## src/rtl/cmdPkg.sv

```systemverilog
`default_nettype none

package cmdPkg;

   // Widths and depths
   localparam int DATA_WIDTH     = 8;
   localparam int ADDR_WIDTH     = 4;
   localparam int FIFO_DEPTH     = 8;
   localparam int REG_COUNT      = 1 << ADDR_WIDTH;
   localparam int FIFO_PTR_WIDTH = $clog2(FIFO_DEPTH);

   typedef logic [DATA_WIDTH-1:0] byteT;
   typedef logic [ADDR_WIDTH-1:0] addrT;
   typedef logic [3:0]            aluFunT;

   // Command bytes seen on the receive side
   localparam byteT CMD_RF_WR     = 8'hAA;
   localparam byteT CMD_RF_RD     = 8'hBB;
   localparam byteT CMD_ALU_OPER  = 8'hCC;
   localparam byteT CMD_ALU_NOPER = 8'hDD;

   // ALU function codes 14 and 15 are left unused and give zero
   localparam aluFunT FUN_ADD  = 4'd0;
   localparam aluFunT FUN_SUB  = 4'd1;
   localparam aluFunT FUN_MUL  = 4'd2;
   localparam aluFunT FUN_DIV  = 4'd3;
   localparam aluFunT FUN_AND  = 4'd4;
   localparam aluFunT FUN_OR   = 4'd5;
   localparam aluFunT FUN_NAND = 4'd6;
   localparam aluFunT FUN_NOR  = 4'd7;
   localparam aluFunT FUN_XOR  = 4'd8;
   localparam aluFunT FUN_XNOR = 4'd9;
   localparam aluFunT FUN_EQ   = 4'd10;
   localparam aluFunT FUN_GT   = 4'd11;
   localparam aluFunT FUN_SHR  = 4'd12;
   localparam aluFunT FUN_SHL  = 4'd13;

   typedef struct packed {
      logic wrEn;
      logic rdEn;
      addrT addr;
      byteT wrData;
   } rfReqT;

   typedef struct packed {
      logic   en;
      aluFunT fun;
   } aluReqT;

endpackage

`default_nettype wire

```

## src/rtl/txFifo.sv

```systemverilog
`timescale 1ns/10ps
`default_nettype none

module txFifo
   import cmdPkg::*;
(
   input  wire       CLK,
   input  wire       RST,
   input  wire       push,
   input  wire byteT pushData,
   input  wire       pop,
   output byteT      popData,
   output logic      full,
   output logic      empty
);

   byteT                      mem [FIFO_DEPTH];
   logic [FIFO_PTR_WIDTH:0]   wrPtr;
   logic [FIFO_PTR_WIDTH:0]   rdPtr;
   logic                      doPush;
   logic                      doPop;

   assign doPush = push && !full;
   assign doPop  = pop && !empty;

   // Extra pointer bit tells full from empty
   assign empty = (wrPtr == rdPtr);
   assign full  = (wrPtr[FIFO_PTR_WIDTH] != rdPtr[FIFO_PTR_WIDTH]) &&
                  (wrPtr[FIFO_PTR_WIDTH-1:0] == rdPtr[FIFO_PTR_WIDTH-1:0]);

   assign popData = mem[rdPtr[FIFO_PTR_WIDTH-1:0]];

   always_ff @(posedge CLK or negedge RST)
   begin
      if (!RST)
      begin
         wrPtr <= '0;
         rdPtr <= '0;
      end
      else
      begin
         if (doPush)
            wrPtr <= wrPtr + 1;
         if (doPop)
            rdPtr <= rdPtr + 1;
      end
   end

   always_ff @(posedge CLK)
   begin
      if (doPush)
         mem[wrPtr[FIFO_PTR_WIDTH-1:0]] <= pushData;
   end

   // Producer and consumer both honor the flags
   assert property (@(posedge CLK) disable iff (!RST) push |-> !full);
   assert property (@(posedge CLK) disable iff (!RST) pop |-> !empty);

endmodule

`default_nettype wire

```

## src/rtl/regFile.sv

```systemverilog
`timescale 1ns/10ps
`default_nettype none

module regFile
   import cmdPkg::*;
(
   input  wire        CLK,
   input  wire        RST,
   input  wire rfReqT rfReq,
   output byteT       rdData,
   output logic       rdValid,
   output byteT       operandA,
   output byteT       operandB
);

   byteT regs [REG_COUNT];

   // Storage and read strobe
   always_ff @(posedge CLK or negedge RST)
   begin
      if (!RST)
      begin
         for (int i = 0; i < REG_COUNT; i++)
            regs[i] <= '0;
         rdValid <= 1'b0;
      end
      else
      begin
         if (rfReq.wrEn)
            regs[rfReq.addr] <= rfReq.wrData;
         rdValid <= rfReq.rdEn;
      end
   end

   // Read data registered alongside rdValid
   always_ff @(posedge CLK)
   begin
      if (rfReq.rdEn)
         rdData <= regs[rfReq.addr];
   end

   // ALU operands live in the first two registers
   assign operandA = regs[0];
   assign operandB = regs[1];

endmodule

`default_nettype wire

```

## src/rtl/aluUnit.sv

```systemverilog
`timescale 1ns/10ps
`default_nettype none

module aluUnit
   import cmdPkg::*;
(
   input  wire         CLK,
   input  wire         RST,
   input  wire byteT   operandA,
   input  wire byteT   operandB,
   input  wire aluReqT aluReq,
   output byteT        aluOut,
   output logic        outValid
);

   byteT result;

   // Everything truncates to one byte
   always_comb
   begin
      case (aluReq.fun)
         FUN_ADD:  result = operandA + operandB;
         FUN_SUB:  result = operandA - operandB;
         FUN_MUL:  result = operandA * operandB;
         FUN_DIV:  result = (operandB == '0) ? '0 : operandA / operandB;
         FUN_AND:  result = operandA & operandB;
         FUN_OR:   result = operandA | operandB;
         FUN_NAND: result = ~(operandA & operandB);
         FUN_NOR:  result = ~(operandA | operandB);
         FUN_XOR:  result = operandA ^ operandB;
         FUN_XNOR: result = ~(operandA ^ operandB);
         FUN_EQ:   result = byteT'(operandA == operandB);
         FUN_GT:   result = byteT'(operandA > operandB);
         FUN_SHR:  result = operandA >> 1;
         FUN_SHL:  result = operandA << 1;
         default:  result = '0;
      endcase
   end

   always_ff @(posedge CLK or negedge RST)
   begin
      if (!RST)
         outValid <= 1'b0;
      else
         outValid <= aluReq.en;
   end

   // Result held until the next request
   always_ff @(posedge CLK)
   begin
      if (aluReq.en)
         aluOut <= result;
   end

   // Decoder waits for each result before another request
   assert property (@(posedge CLK) disable iff (!RST) outValid |=> !outValid);

endmodule

`default_nettype wire

```

## src/rtl/cmdDecoder.sv

```systemverilog
`timescale 1ns/10ps
`default_nettype none

module cmdDecoder
   import cmdPkg::*;
(
   input  wire        CLK,
   input  wire        RST,
   input  wire byteT  rxData,
   input  wire        rxValid,
   input  wire byteT  rdData,
   input  wire        rdValid,
   input  wire byteT  aluOut,
   input  wire        outValid,
   input  wire        txFull,
   output rfReqT      rfReq,
   output aluReqT     aluReq,
   output byteT       txByte,
   output logic       txPush
);

   typedef enum logic [3:0] {
      IDLE,
      COMMAND,
      ADDRESS,
      DATA,
      READ_WAIT,
      OPERAND_A,
      OPERAND_B,
      FUNCTION,
      ALU_WAIT,
      SEND
   } stateT;

   stateT state;
   byteT  cmdReg;
   byteT  replyByte;

   // Reply leaves as soon as the queue has room
   assign txByte = replyByte;
   assign txPush = (state == SEND) && !txFull;

   always_ff @(posedge CLK or negedge RST)
   begin
      if (!RST)
      begin
         state     <= IDLE;
         cmdReg    <= '0;
         replyByte <= '0;
         rfReq     <= '0;
         aluReq    <= '0;
      end
      else
      begin
         // Request strobes last one cycle
         rfReq.wrEn <= 1'b0;
         rfReq.rdEn <= 1'b0;
         aluReq.en  <= 1'b0;

         case (state)
            IDLE:
               if (rxValid)
               begin
                  cmdReg <= rxData;
                  state  <= COMMAND;
               end
            COMMAND:
               case (cmdReg)
                  CMD_RF_WR,
                  CMD_RF_RD:     state <= ADDRESS;
                  CMD_ALU_OPER:  state <= OPERAND_A;
                  CMD_ALU_NOPER: state <= FUNCTION;
                  default:       state <= IDLE;   // unknown byte is dropped
               endcase
            ADDRESS:
               if (rxValid)
               begin
                  rfReq.addr <= rxData[ADDR_WIDTH-1:0];
                  if (cmdReg == CMD_RF_RD)
                  begin
                     rfReq.rdEn <= 1'b1;
                     state      <= READ_WAIT;
                  end
                  else
                     state <= DATA;
               end
            DATA:
               if (rxValid)
               begin
                  rfReq.wrEn   <= 1'b1;
                  rfReq.wrData <= rxData;
                  state        <= IDLE;
               end
            READ_WAIT:
               if (rdValid)
               begin
                  replyByte <= rdData;
                  state     <= SEND;
               end
            // Operands go straight into registers 0 and 1
            OPERAND_A:
               if (rxValid)
               begin
                  rfReq.wrEn   <= 1'b1;
                  rfReq.addr   <= addrT'(0);
                  rfReq.wrData <= rxData;
                  state        <= OPERAND_B;
               end
            OPERAND_B:
               if (rxValid)
               begin
                  rfReq.wrEn   <= 1'b1;
                  rfReq.addr   <= addrT'(1);
                  rfReq.wrData <= rxData;
                  state        <= FUNCTION;
               end
            FUNCTION:
               if (rxValid)
               begin
                  aluReq.en  <= 1'b1;
                  aluReq.fun <= rxData[3:0];
                  state      <= ALU_WAIT;
               end
            ALU_WAIT:
               if (outValid)
               begin
                  replyByte <= aluOut;
                  state     <= SEND;
               end
            SEND:
               if (!txFull)
                  state <= IDLE;
            default:
               state <= IDLE;
         endcase
      end
   end

   // A register request is either a write or a read, never both
   assert property (@(posedge CLK) disable iff (!RST) !(rfReq.wrEn && rfReq.rdEn));

endmodule

`default_nettype wire

```

## src/rtl/cmdSystem.sv

```systemverilog
`timescale 1ns/10ps
`default_nettype none

module cmdSystem
   import cmdPkg::*;
(
   input  wire       CLK,
   input  wire       RST,
   input  wire byteT rxData,
   input  wire       rxValid,
   input  wire       txPop,
   output byteT      txData,
   output logic      txEmpty,
   output logic      txFull
);

   rfReqT  rfReq;
   aluReqT aluReq;
   byteT   rdData;
   logic   rdValid;
   byteT   operandA;
   byteT   operandB;
   byteT   aluOut;
   logic   outValid;
   byteT   txByte;
   logic   txPush;

   cmdDecoder cmdDecoder_inst (
      .CLK      (CLK),
      .RST      (RST),
      .rxData   (rxData),
      .rxValid  (rxValid),
      .rdData   (rdData),
      .rdValid  (rdValid),
      .aluOut   (aluOut),
      .outValid (outValid),
      .txFull   (txFull),
      .rfReq    (rfReq),
      .aluReq   (aluReq),
      .txByte   (txByte),
      .txPush   (txPush)
   );

   regFile regFile_inst (
      .CLK      (CLK),
      .RST      (RST),
      .rfReq    (rfReq),
      .rdData   (rdData),
      .rdValid  (rdValid),
      .operandA (operandA),
      .operandB (operandB)
   );

   aluUnit aluUnit_inst (
      .CLK      (CLK),
      .RST      (RST),
      .operandA (operandA),
      .operandB (operandB),
      .aluReq   (aluReq),
      .aluOut   (aluOut),
      .outValid (outValid)
   );

   // Replies queue here for the transmitter
   txFifo txFifo_inst (
      .CLK      (CLK),
      .RST      (RST),
      .push     (txPush),
      .pushData (txByte),
      .pop      (txPop),
      .popData  (txData),
      .full     (txFull),
      .empty    (txEmpty)
   );

endmodule

`default_nettype wire

```

## config.mk

```make
export PLATFORM = sky130hd
export DESIGN_NAME = cmdSystem
export DESIGN_NICKNAME = d
export VERILOG_FILES = /design/src/rtl/cmdPkg.sv /design/src/rtl/txFifo.sv /design/src/rtl/regFile.sv /design/src/rtl/aluUnit.sv /design/src/rtl/cmdDecoder.sv /design/src/rtl/cmdSystem.sv
export SDC_FILE = /design/constraint.sdc
export NUM_CORES = 1
export LEC_CHECK = 0
export ABC_AREA = 1
export BUFFER_PORTS_ARGS = -buffer_cell sky130_fd_sc_hd__buf_2
export CAP_MARGIN = 10
export CORE_MARGIN = 10
export CORE_UTILIZATION = 50
export DETAILED_ROUTE_END_ITERATION = 10
export PLACE_DENSITY = 0.74
export SLEW_MARGIN = 20
export SYNTH_ARGS = -nofsm -noshare
export SYNTH_HDL_FRONTEND = slang
export SYNTH_SLANG_ARGS = --single-unit
```

## constraint.sdc

```tcl
create_clock -name CLK -period 11.1 [get_ports CLK]
set_clock_uncertainty 0.05 [all_clocks]
set_input_delay 1.11 -clock CLK [delete_from_list [all_inputs] [get_ports CLK]]
set_output_delay 1.11 -clock CLK [all_outputs]
set_load 0.005 [all_outputs]
```

; After elaboration in Yosys (flattened, before gate mapping)
; Memories as Yosys holds them, arrays and structs flattened.
; Cells that the tools add are included.
; Widths: inputs -> output; s select.
[word_totals]
n_memories = 1
wordCells = 145
mem_bits_rw = 64
register_bits = 193
[mem_list]
columns = name, depth, width, read_ports, rd_ports_with_merged_regs, wr, line
row1 = txFifo_inst.mem, 8, 8, 1, 0, 1, txFifo.sv:17  ; byteT mem [FIFO_DEPTH];
[op_classes]
muxes = 37
n_reduce_logical = 21
n_lt_le_gt_ge = 3
multipliers = 1
eq_ne = 39
addsub = 4
bitwise_logic = 7
n_div = 1
[op_table]
columns = operator, count
row1 = $bwmux 128, 1
row2 = $pmux 8 s14, 1
row3 = $mux 8, 7
row4 = $pmux 4 s10, 1
row5 = $mux 4, 9
row6 = $bmux 8 s4, 1
row7 = $demux 8 s4, 1
row8 = $eq 4x3->1 const B, 8
row9 = $eq 4x4->1 const B, 8
row10 = $eq 8x8->1 const B, 4
row11 = $mux 12, 2
row12 = $not 8->8, 3
row13 = $pmux 8 s3, 1
row14 = $eq 4x2->1 const B, 4
row15 = $pmux 8 s2, 1
row16 = $mux 5, 3
row17 = $ne 2x2->1 const B, 7
row18 = $pmux 4 s3, 1
row19 = $pmux 3 s3, 1
row20 = $reduce_and 9->1, 1
row21 = $add 4x1->4 const B, 2
row22 = $add 8x8->8, 1
row23 = $and 8x8->8, 1
row24 = $div 8x8->8, 1
row25 = 27 further kinds, 43

; Logic depth before layout (Yosys ltp)
[logic_depth]
ltp_word = 7
depth_mapped = 67
ltp_nobuf = 67

; Cells and area by module
; Synthesis repeated with hierarchy kept, for this count alone.
[unflattened]
hier_cells = 2059
hier_area_um2 = 15796.4
[by_module_without_submodules]
columns = mod, cells_each, seq_area_each_um2, instances, area_per_inst_um2
row1 = regFile, 855, 3468.3, 1, 6439.9
row2 = aluUnit, 679, 265.3, 1, 4297.9
row3 = txFifo, 269, 2122.0, 1, 3044.2
row4 = cmdDecoder, 256, 975.9, 1, 2014.4

; Least setup slack after synthesis
; No wires, ideal clock.
[synth_path]
path_kind = reg2reg
start = reg regFile_inst.regs (netlist bit regFile_inst.operandB[0])
end = reg aluUnit_inst.aluOut[0] (data pin)
required_time_ps = 10785
path_buffers = 0
synth_period_minus_slack_ps = 8513
slack_ps = 2587
setup_ps = 265
path_stages_with_launch = 63
arrival_time_ps = 8198
path_cell_list = dfrtp_1 -> inv_1 -> ha_1 -> inv_1 -> nor2_1 -> nand3_1 -> o21ai_2 -> inv_1 -> ha_1 -> o21ai_0 -> nand2_1 -> nand2_1 -> inv_2 -> nand2_1 -> nand2_1 -> ha_1 -> a21oi_1 -> nand2_1 -> [... 27 more ...] -> xor2_1 -> nand2_1 -> and2_1 -> ha_1 -> nand2_1 -> nor3_1 -> nand2_1 -> nand3_1 -> inv_2 -> nand2_1 -> o21ai_1 -> ha_1 -> a21oi_1 -> o21ai_0 -> nand2_1 -> o2111ai_1 -> nand2_1 -> nand4_1
[synth_between]
elab_chain_len = 3
[synth_rtl]
columns = element, line
row1 = from (decl), regFile.sv:16  ; byteT regs [REG_COUNT];
row2 = "from (signal, indexed assignment)", regFile.sv:30  ; regs[rfReq.addr] <= rfReq.wrData;
row3 = "$div 8x8->8, or another cell as far along", aluUnit.sv:25  ; FUN_DIV: result = (operandB == '0) ? '0 : operandA / operandB;
row4 = "$mux 8, or another cell as far along", aluUnit.sv:25
row5 = $pmux 8 s14 *, aluUnit.sv:21  ; case (aluReq.fun)
row6 = to (signal assigned), aluUnit.sv:52  ; aluOut <= result;
row7 = to (decl), aluUnit.sv:12  ; output byteT aluOut,
; Mark *: on every way between the ends. The rest lies on a longest branch, timed or not.
; A chain may end at the register's enable or synchronous reset.

; Final worst setup path
; Ends and elaborated chain as after synthesis.

==> results.txt <==
The tools report the routability congestion estimate as 0.977. The wire length per cell after detailed routing is 17.6 µm, and the worst max-slew margin expressed relative to the limit is 36.5%. The core region is 29,700 µm². Clock-pin slew was measured on the worst setup and hold paths at 0.06 ns. During placement, the flow inserted port buffers numbering 21. The tools report the total global routing track utilization as 20.1%. Critical path launch point type: a register. The number of warnings printed during yosys synthesis is 0. Worst reg2reg path startpoint: regFile_inst.operandB[0]$_DFFE_PN0P_. After Yosys synthesis, XOR and XNOR cells account for 2.13% of the synthesized area.

The run gives 7100 µm² as the multi-input logic area. By area, the combinational part of the netlist is dominated by simple AND/OR/NAND/NOR gates. Counting instances, the worst hold path has a depth of 2.

Final hold analysis gives a worst-case slack of 0.437 ns. In this run the core area contains 63 standard-cell rows. The global-route congestion overflow total is 0. Pin placement for this block handled 22 I/O pins. The logs give 0.53 ns for the worst-skew pair later-pin latency and 1.17 ns for the worst-case register-to-register setup slack. The die covers 37,600 µm².

In this run the cell area of the synthesized design comes to 15,100 µm². In this run the power density over the cells is 237 nW/µm². The synthesized netlist net count was 1,928; the static leakage was 0.00740 µW. The total negative slack for setup checks came out at 0 ns.

The synthesized design contains 257 register bits. The run gives 0 as the final count of hold timing violations. Measured along the y axis, the die boundary spans 194 µm. Sorting the synthesized cells by area gives the leading types as sky130_fd_sc_hd__dfrtp_1, sky130_fd_sc_hd__edfxtp_1, sky130_fd_sc_hd__nand2_1. The tools report the endpoint kind of the worst setup timing path as a register.

For the count of distinct cell types in the synthesized netlist, the log shows 57. Arithmetic-cell share of the synthesized area counting full adders, half adders and majority gates: 8.64%. The first global-routing pass estimated 63,700 µm of wire. The post-route fraction of the period consumed by the critical path is 89.4%. Leading register cell type out of synthesis: sky130_fd_sc_hd__dfrtp_1. In this run the most critical hold path is launched from cmdDecoder_inst.cmdReg[7]$_DFFE_PN0P_. The run finished with clean final reports. The count of final setup violators came out at 0. Entering global routing, the biggest net connects 95 pins. For the number of diodes added for antenna fixing, the log shows 0.

The largest fanout on the critical path was 13. Ranked by instance count, the synthesized netlist is headed by sky130_fd_sc_hd__nand2_1, sky130_fd_sc_hd__o21ai_0, sky130_fd_sc_hd__inv_1. Data on the critical path arrives at its endpoint at 10.12 ns.

The wire-length estimate of the detail-placed layout is 27,000 µm. In the synthesized netlist, mux cells make up 0% of the area. The run gives 2,698 as the fill cell instance count of the final layout. Summed over all layers, the routed wires come to 38,700 µm.

For this run, the post-layout net count is 1,906. The number of buffers added to fix hold violations after cts is 0, and the top-area cell type share of the netlist area is 29.3%. Summing the areas of all compound-gate instances in the mapped netlist gives 15.1% of the synthesized area.

The ratio of routed vias to standard cells works out to 5.61. The kind of path behind the tightest hold check was register to register. The final number of max-transition violations came out at 0. After clock tree synthesis, the setup repair step added 0 buffers. Max-cap violations in this run came to 0. The largest individual stage delay along the critical path comes from the cell sky130_fd_sc_hd__dfrtp_1. In the routed design, unresolved DRC markers number 0. The fraction of final layout cells sized beyond drive strength 1 came out at 8.48%. Among the stages of the critical path, the cell type that occurs most often is sky130_fd_sc_hd__nand2_1. The count of nets left with antenna violations once routing finished came out at 0. Before antenna repair, the detailed router went through 6 iterations.

The via count of the first global-routing pass was 12,200; the area taken by flip-flops and latches was 6830 µm². Summing the areas of all and, or, nand and nor instances in the mapped netlist gives 20.9% of the synthesized area. For the pin with the worst max-slew slack, the measured transition is 0.951 ns.

The run gives 257 as the total clock sinks. The critical path in this run is classified as register to register. The die width is 194 µm, and the final critical delay including setup and external delays is 9.93 ns.

The run gives 12,400 as the number of vias in the routed layout. In this run, CTS created clock tree buffers numbering 26. The root buffer cell chosen for the clock tree is sky130_fd_sc_hd__clkbuf_16. The worst-case hold path end point is cmdDecoder_inst.cmdReg[7]$_DFFE_PN0P_.

Counting flops with a built-in enable in the synthesized netlist gives 80. After clock tree synthesis, the repair step resized 0 gates. The starting DRC count in detailed routing was 1,173; the path depth of the worst reg2reg path was 63.

After technology mapping, the gate count stands at 1,820. IR analysis of the VDD net gives a maximum drop of 0.364 mV. Worst endpoint required time: 11.30 ns. The most repeated cell in the gate-level netlist after synthesis is sky130_fd_sc_hd__nand2_1. The maximum buffer depth of the clock tree is 3. The number of antenna violations at the first check in global routing was 0; the share of synthesized flip-flops with an asynchronous set or reset was 68.9%.

For the sequential fraction of the synthesis area, the log shows 45.2%. The tools report the worst flop-to-flop path endpoint as aluUnit_inst.aluOut[0]$_SDFFCE_PN0P_. Once the floorplan was initialized, standard cells occupied 50.9% of the core.

For this run, the top clock speed supported by timing is 0.101 GHz. The cell type with the largest total area after synthesis was sky130_fd_sc_hd__dfrtp_1. The run gives 1 as the number of H-tree levels. The largest single stage delay on the critical path is 0.64 ns. The mean instance size in the synthesized netlist is 8.31 µm², and the layout overhead on the synthesized area is 7.80%. TritonCTS built the clock tree.

Setup repair after global routing left no endpoint under its margin.
[power by group]
part	total [µW]	leakage, µW	switching, µW	internal [µW]
combinational	1790	0.00379	1160	631
sequential	1190	0.00319	120	1070
clock	880	0.000423	361	519
total	3860	0.00740	1640	2220
[per-stage QoR]
step / total power, µW / instances / instance area [µm²] / utilization [%] / worst slack [ns]
2_1_floorplan: 2540 / 1820 / 15100 / - / 2.59
3_3_place_gp: 2890 / 2160 / 15400 / 51.9 / 1.91
3_5_place_dp: 2970 / 2160 / 15400 / 51.9 / 1.33
4_1_cts: 3860 / 2207 / 16300 / 54.8 / 1.31
5_1_grt: 4160 / 2207 / 16300 / 54.8 / 0.167
6_report: 3860 / 2207 / 16300 / 54.8 / 1.17
[critical path, delay by kind of cell (launching register included)]
family          cells  cell delay, ns
simple gates       32            3.60
fa+ha+maj           8            2.56
compound gates     11            1.71
buf+inv            12            1.10
flops               1            0.64
[sequential cells by signal, indices dropped and copies added, names as in the netlist]
register	cells
regFile_inst.operandA	8
cmdDecoder_inst.rfReq	14
cmdDecoder_inst.aluReq	5
cmdDecoder_inst.state	4
txFifo_inst.wrPtr	4
cmdDecoder_inst.cmdReg	8
aluUnit_inst.aluOut	8
regFile_inst.regs	112
regFile_inst.rdData	8
regFile_inst.operandB	8
txFifo_inst.rdPtr	4
regFile_inst.rdValid	1
txFifo_inst.mem	64
cmdDecoder_inst.txByte	8
aluUnit_inst.outValid	1
[cell type report]
type                            count  area share (%)
Sequential cell                   257            41.9
Timing Repair Buffer               24           0.844
Inverter                          231            5.37
Clock inverter                      7           0.430
Tap cell                          390            2.99
Multi-Input combinational cell   1258            43.6
Clock buffer                       40            4.89
[routing by layer]
metal  wire length [µm]  up-vias  global-route usage (%)  share of wire (%)
li1                   -     5972                       -                  -
met3               2330       81                    2.21                6.0
met4               1230        0                    6.30                3.2
met1              16700     5903                    26.6                 43
met2              18500      431                    34.0                 48
met5                  0        -                       0                  0
[layout by cell type, fill, tap and decap left out, types with 20 or more instances in the layout]
master                        n
sky130_fd_sc_hd__clkbuf_16   29
sky130_fd_sc_hd__nor2_1     119
sky130_fd_sc_hd__nand2_1    401
sky130_fd_sc_hd__inv_1      206
sky130_fd_sc_hd__xor2_1      20
sky130_fd_sc_hd__o21ai_1     23
sky130_fd_sc_hd__o21ai_0    277
sky130_fd_sc_hd__a21oi_1     41
sky130_fd_sc_hd__dfrtp_1    176
sky130_fd_sc_hd__inv_2       21
sky130_fd_sc_hd__buf_2       20
sky130_fd_sc_hd__nand3_1     82
sky130_fd_sc_hd__ha_1        82
sky130_fd_sc_hd__edfxtp_1    80
[worst max path at each step]
stage	startpoint	end	slack [ns]	cells past startpoint
6_report	regFile_inst.operandB[0]$_DFFE_PN0P_	aluUnit_inst.aluOut[0]$_SDFFCE_PN0P_	1.17	63
5_1_grt	regFile_inst.operandB[0]$_DFFE_PN0P_	aluUnit_inst.aluOut[0]$_SDFFCE_PN0P_	0.17	64
4_1_cts	regFile_inst.operandB[0]$_DFFE_PN0P_	aluUnit_inst.aluOut[0]$_SDFFCE_PN0P_	1.31	63
3_5_place_dp	regFile_inst.operandB[0]$_DFFE_PN0P_	aluUnit_inst.aluOut[0]$_SDFFCE_PN0P_	1.33	63
3_3_place_gp	regFile_inst.operandB[0]$_DFFE_PN0P_	aluUnit_inst.aluOut[0]$_SDFFCE_PN0P_	1.91	63
2_1_floorplan	regFile_inst.operandB[0]$_DFFE_PN0P_	aluUnit_inst.aluOut[0]$_SDFFCE_PN0P_	2.59	62
[cells by family (layout without fill, tap and decap cells)]
kind of cell	count (synthesis)	count (layout)
buffers and inverters	305	302
AND/OR/NAND/NOR	710	710
adder cells (fa/ha/maj)	96	96
AO/OA/AOI/OAI	417	417
XOR/XNOR	35	35
flip-flops	257	257
Note: power is estimated with default switching activity, not from simulation.
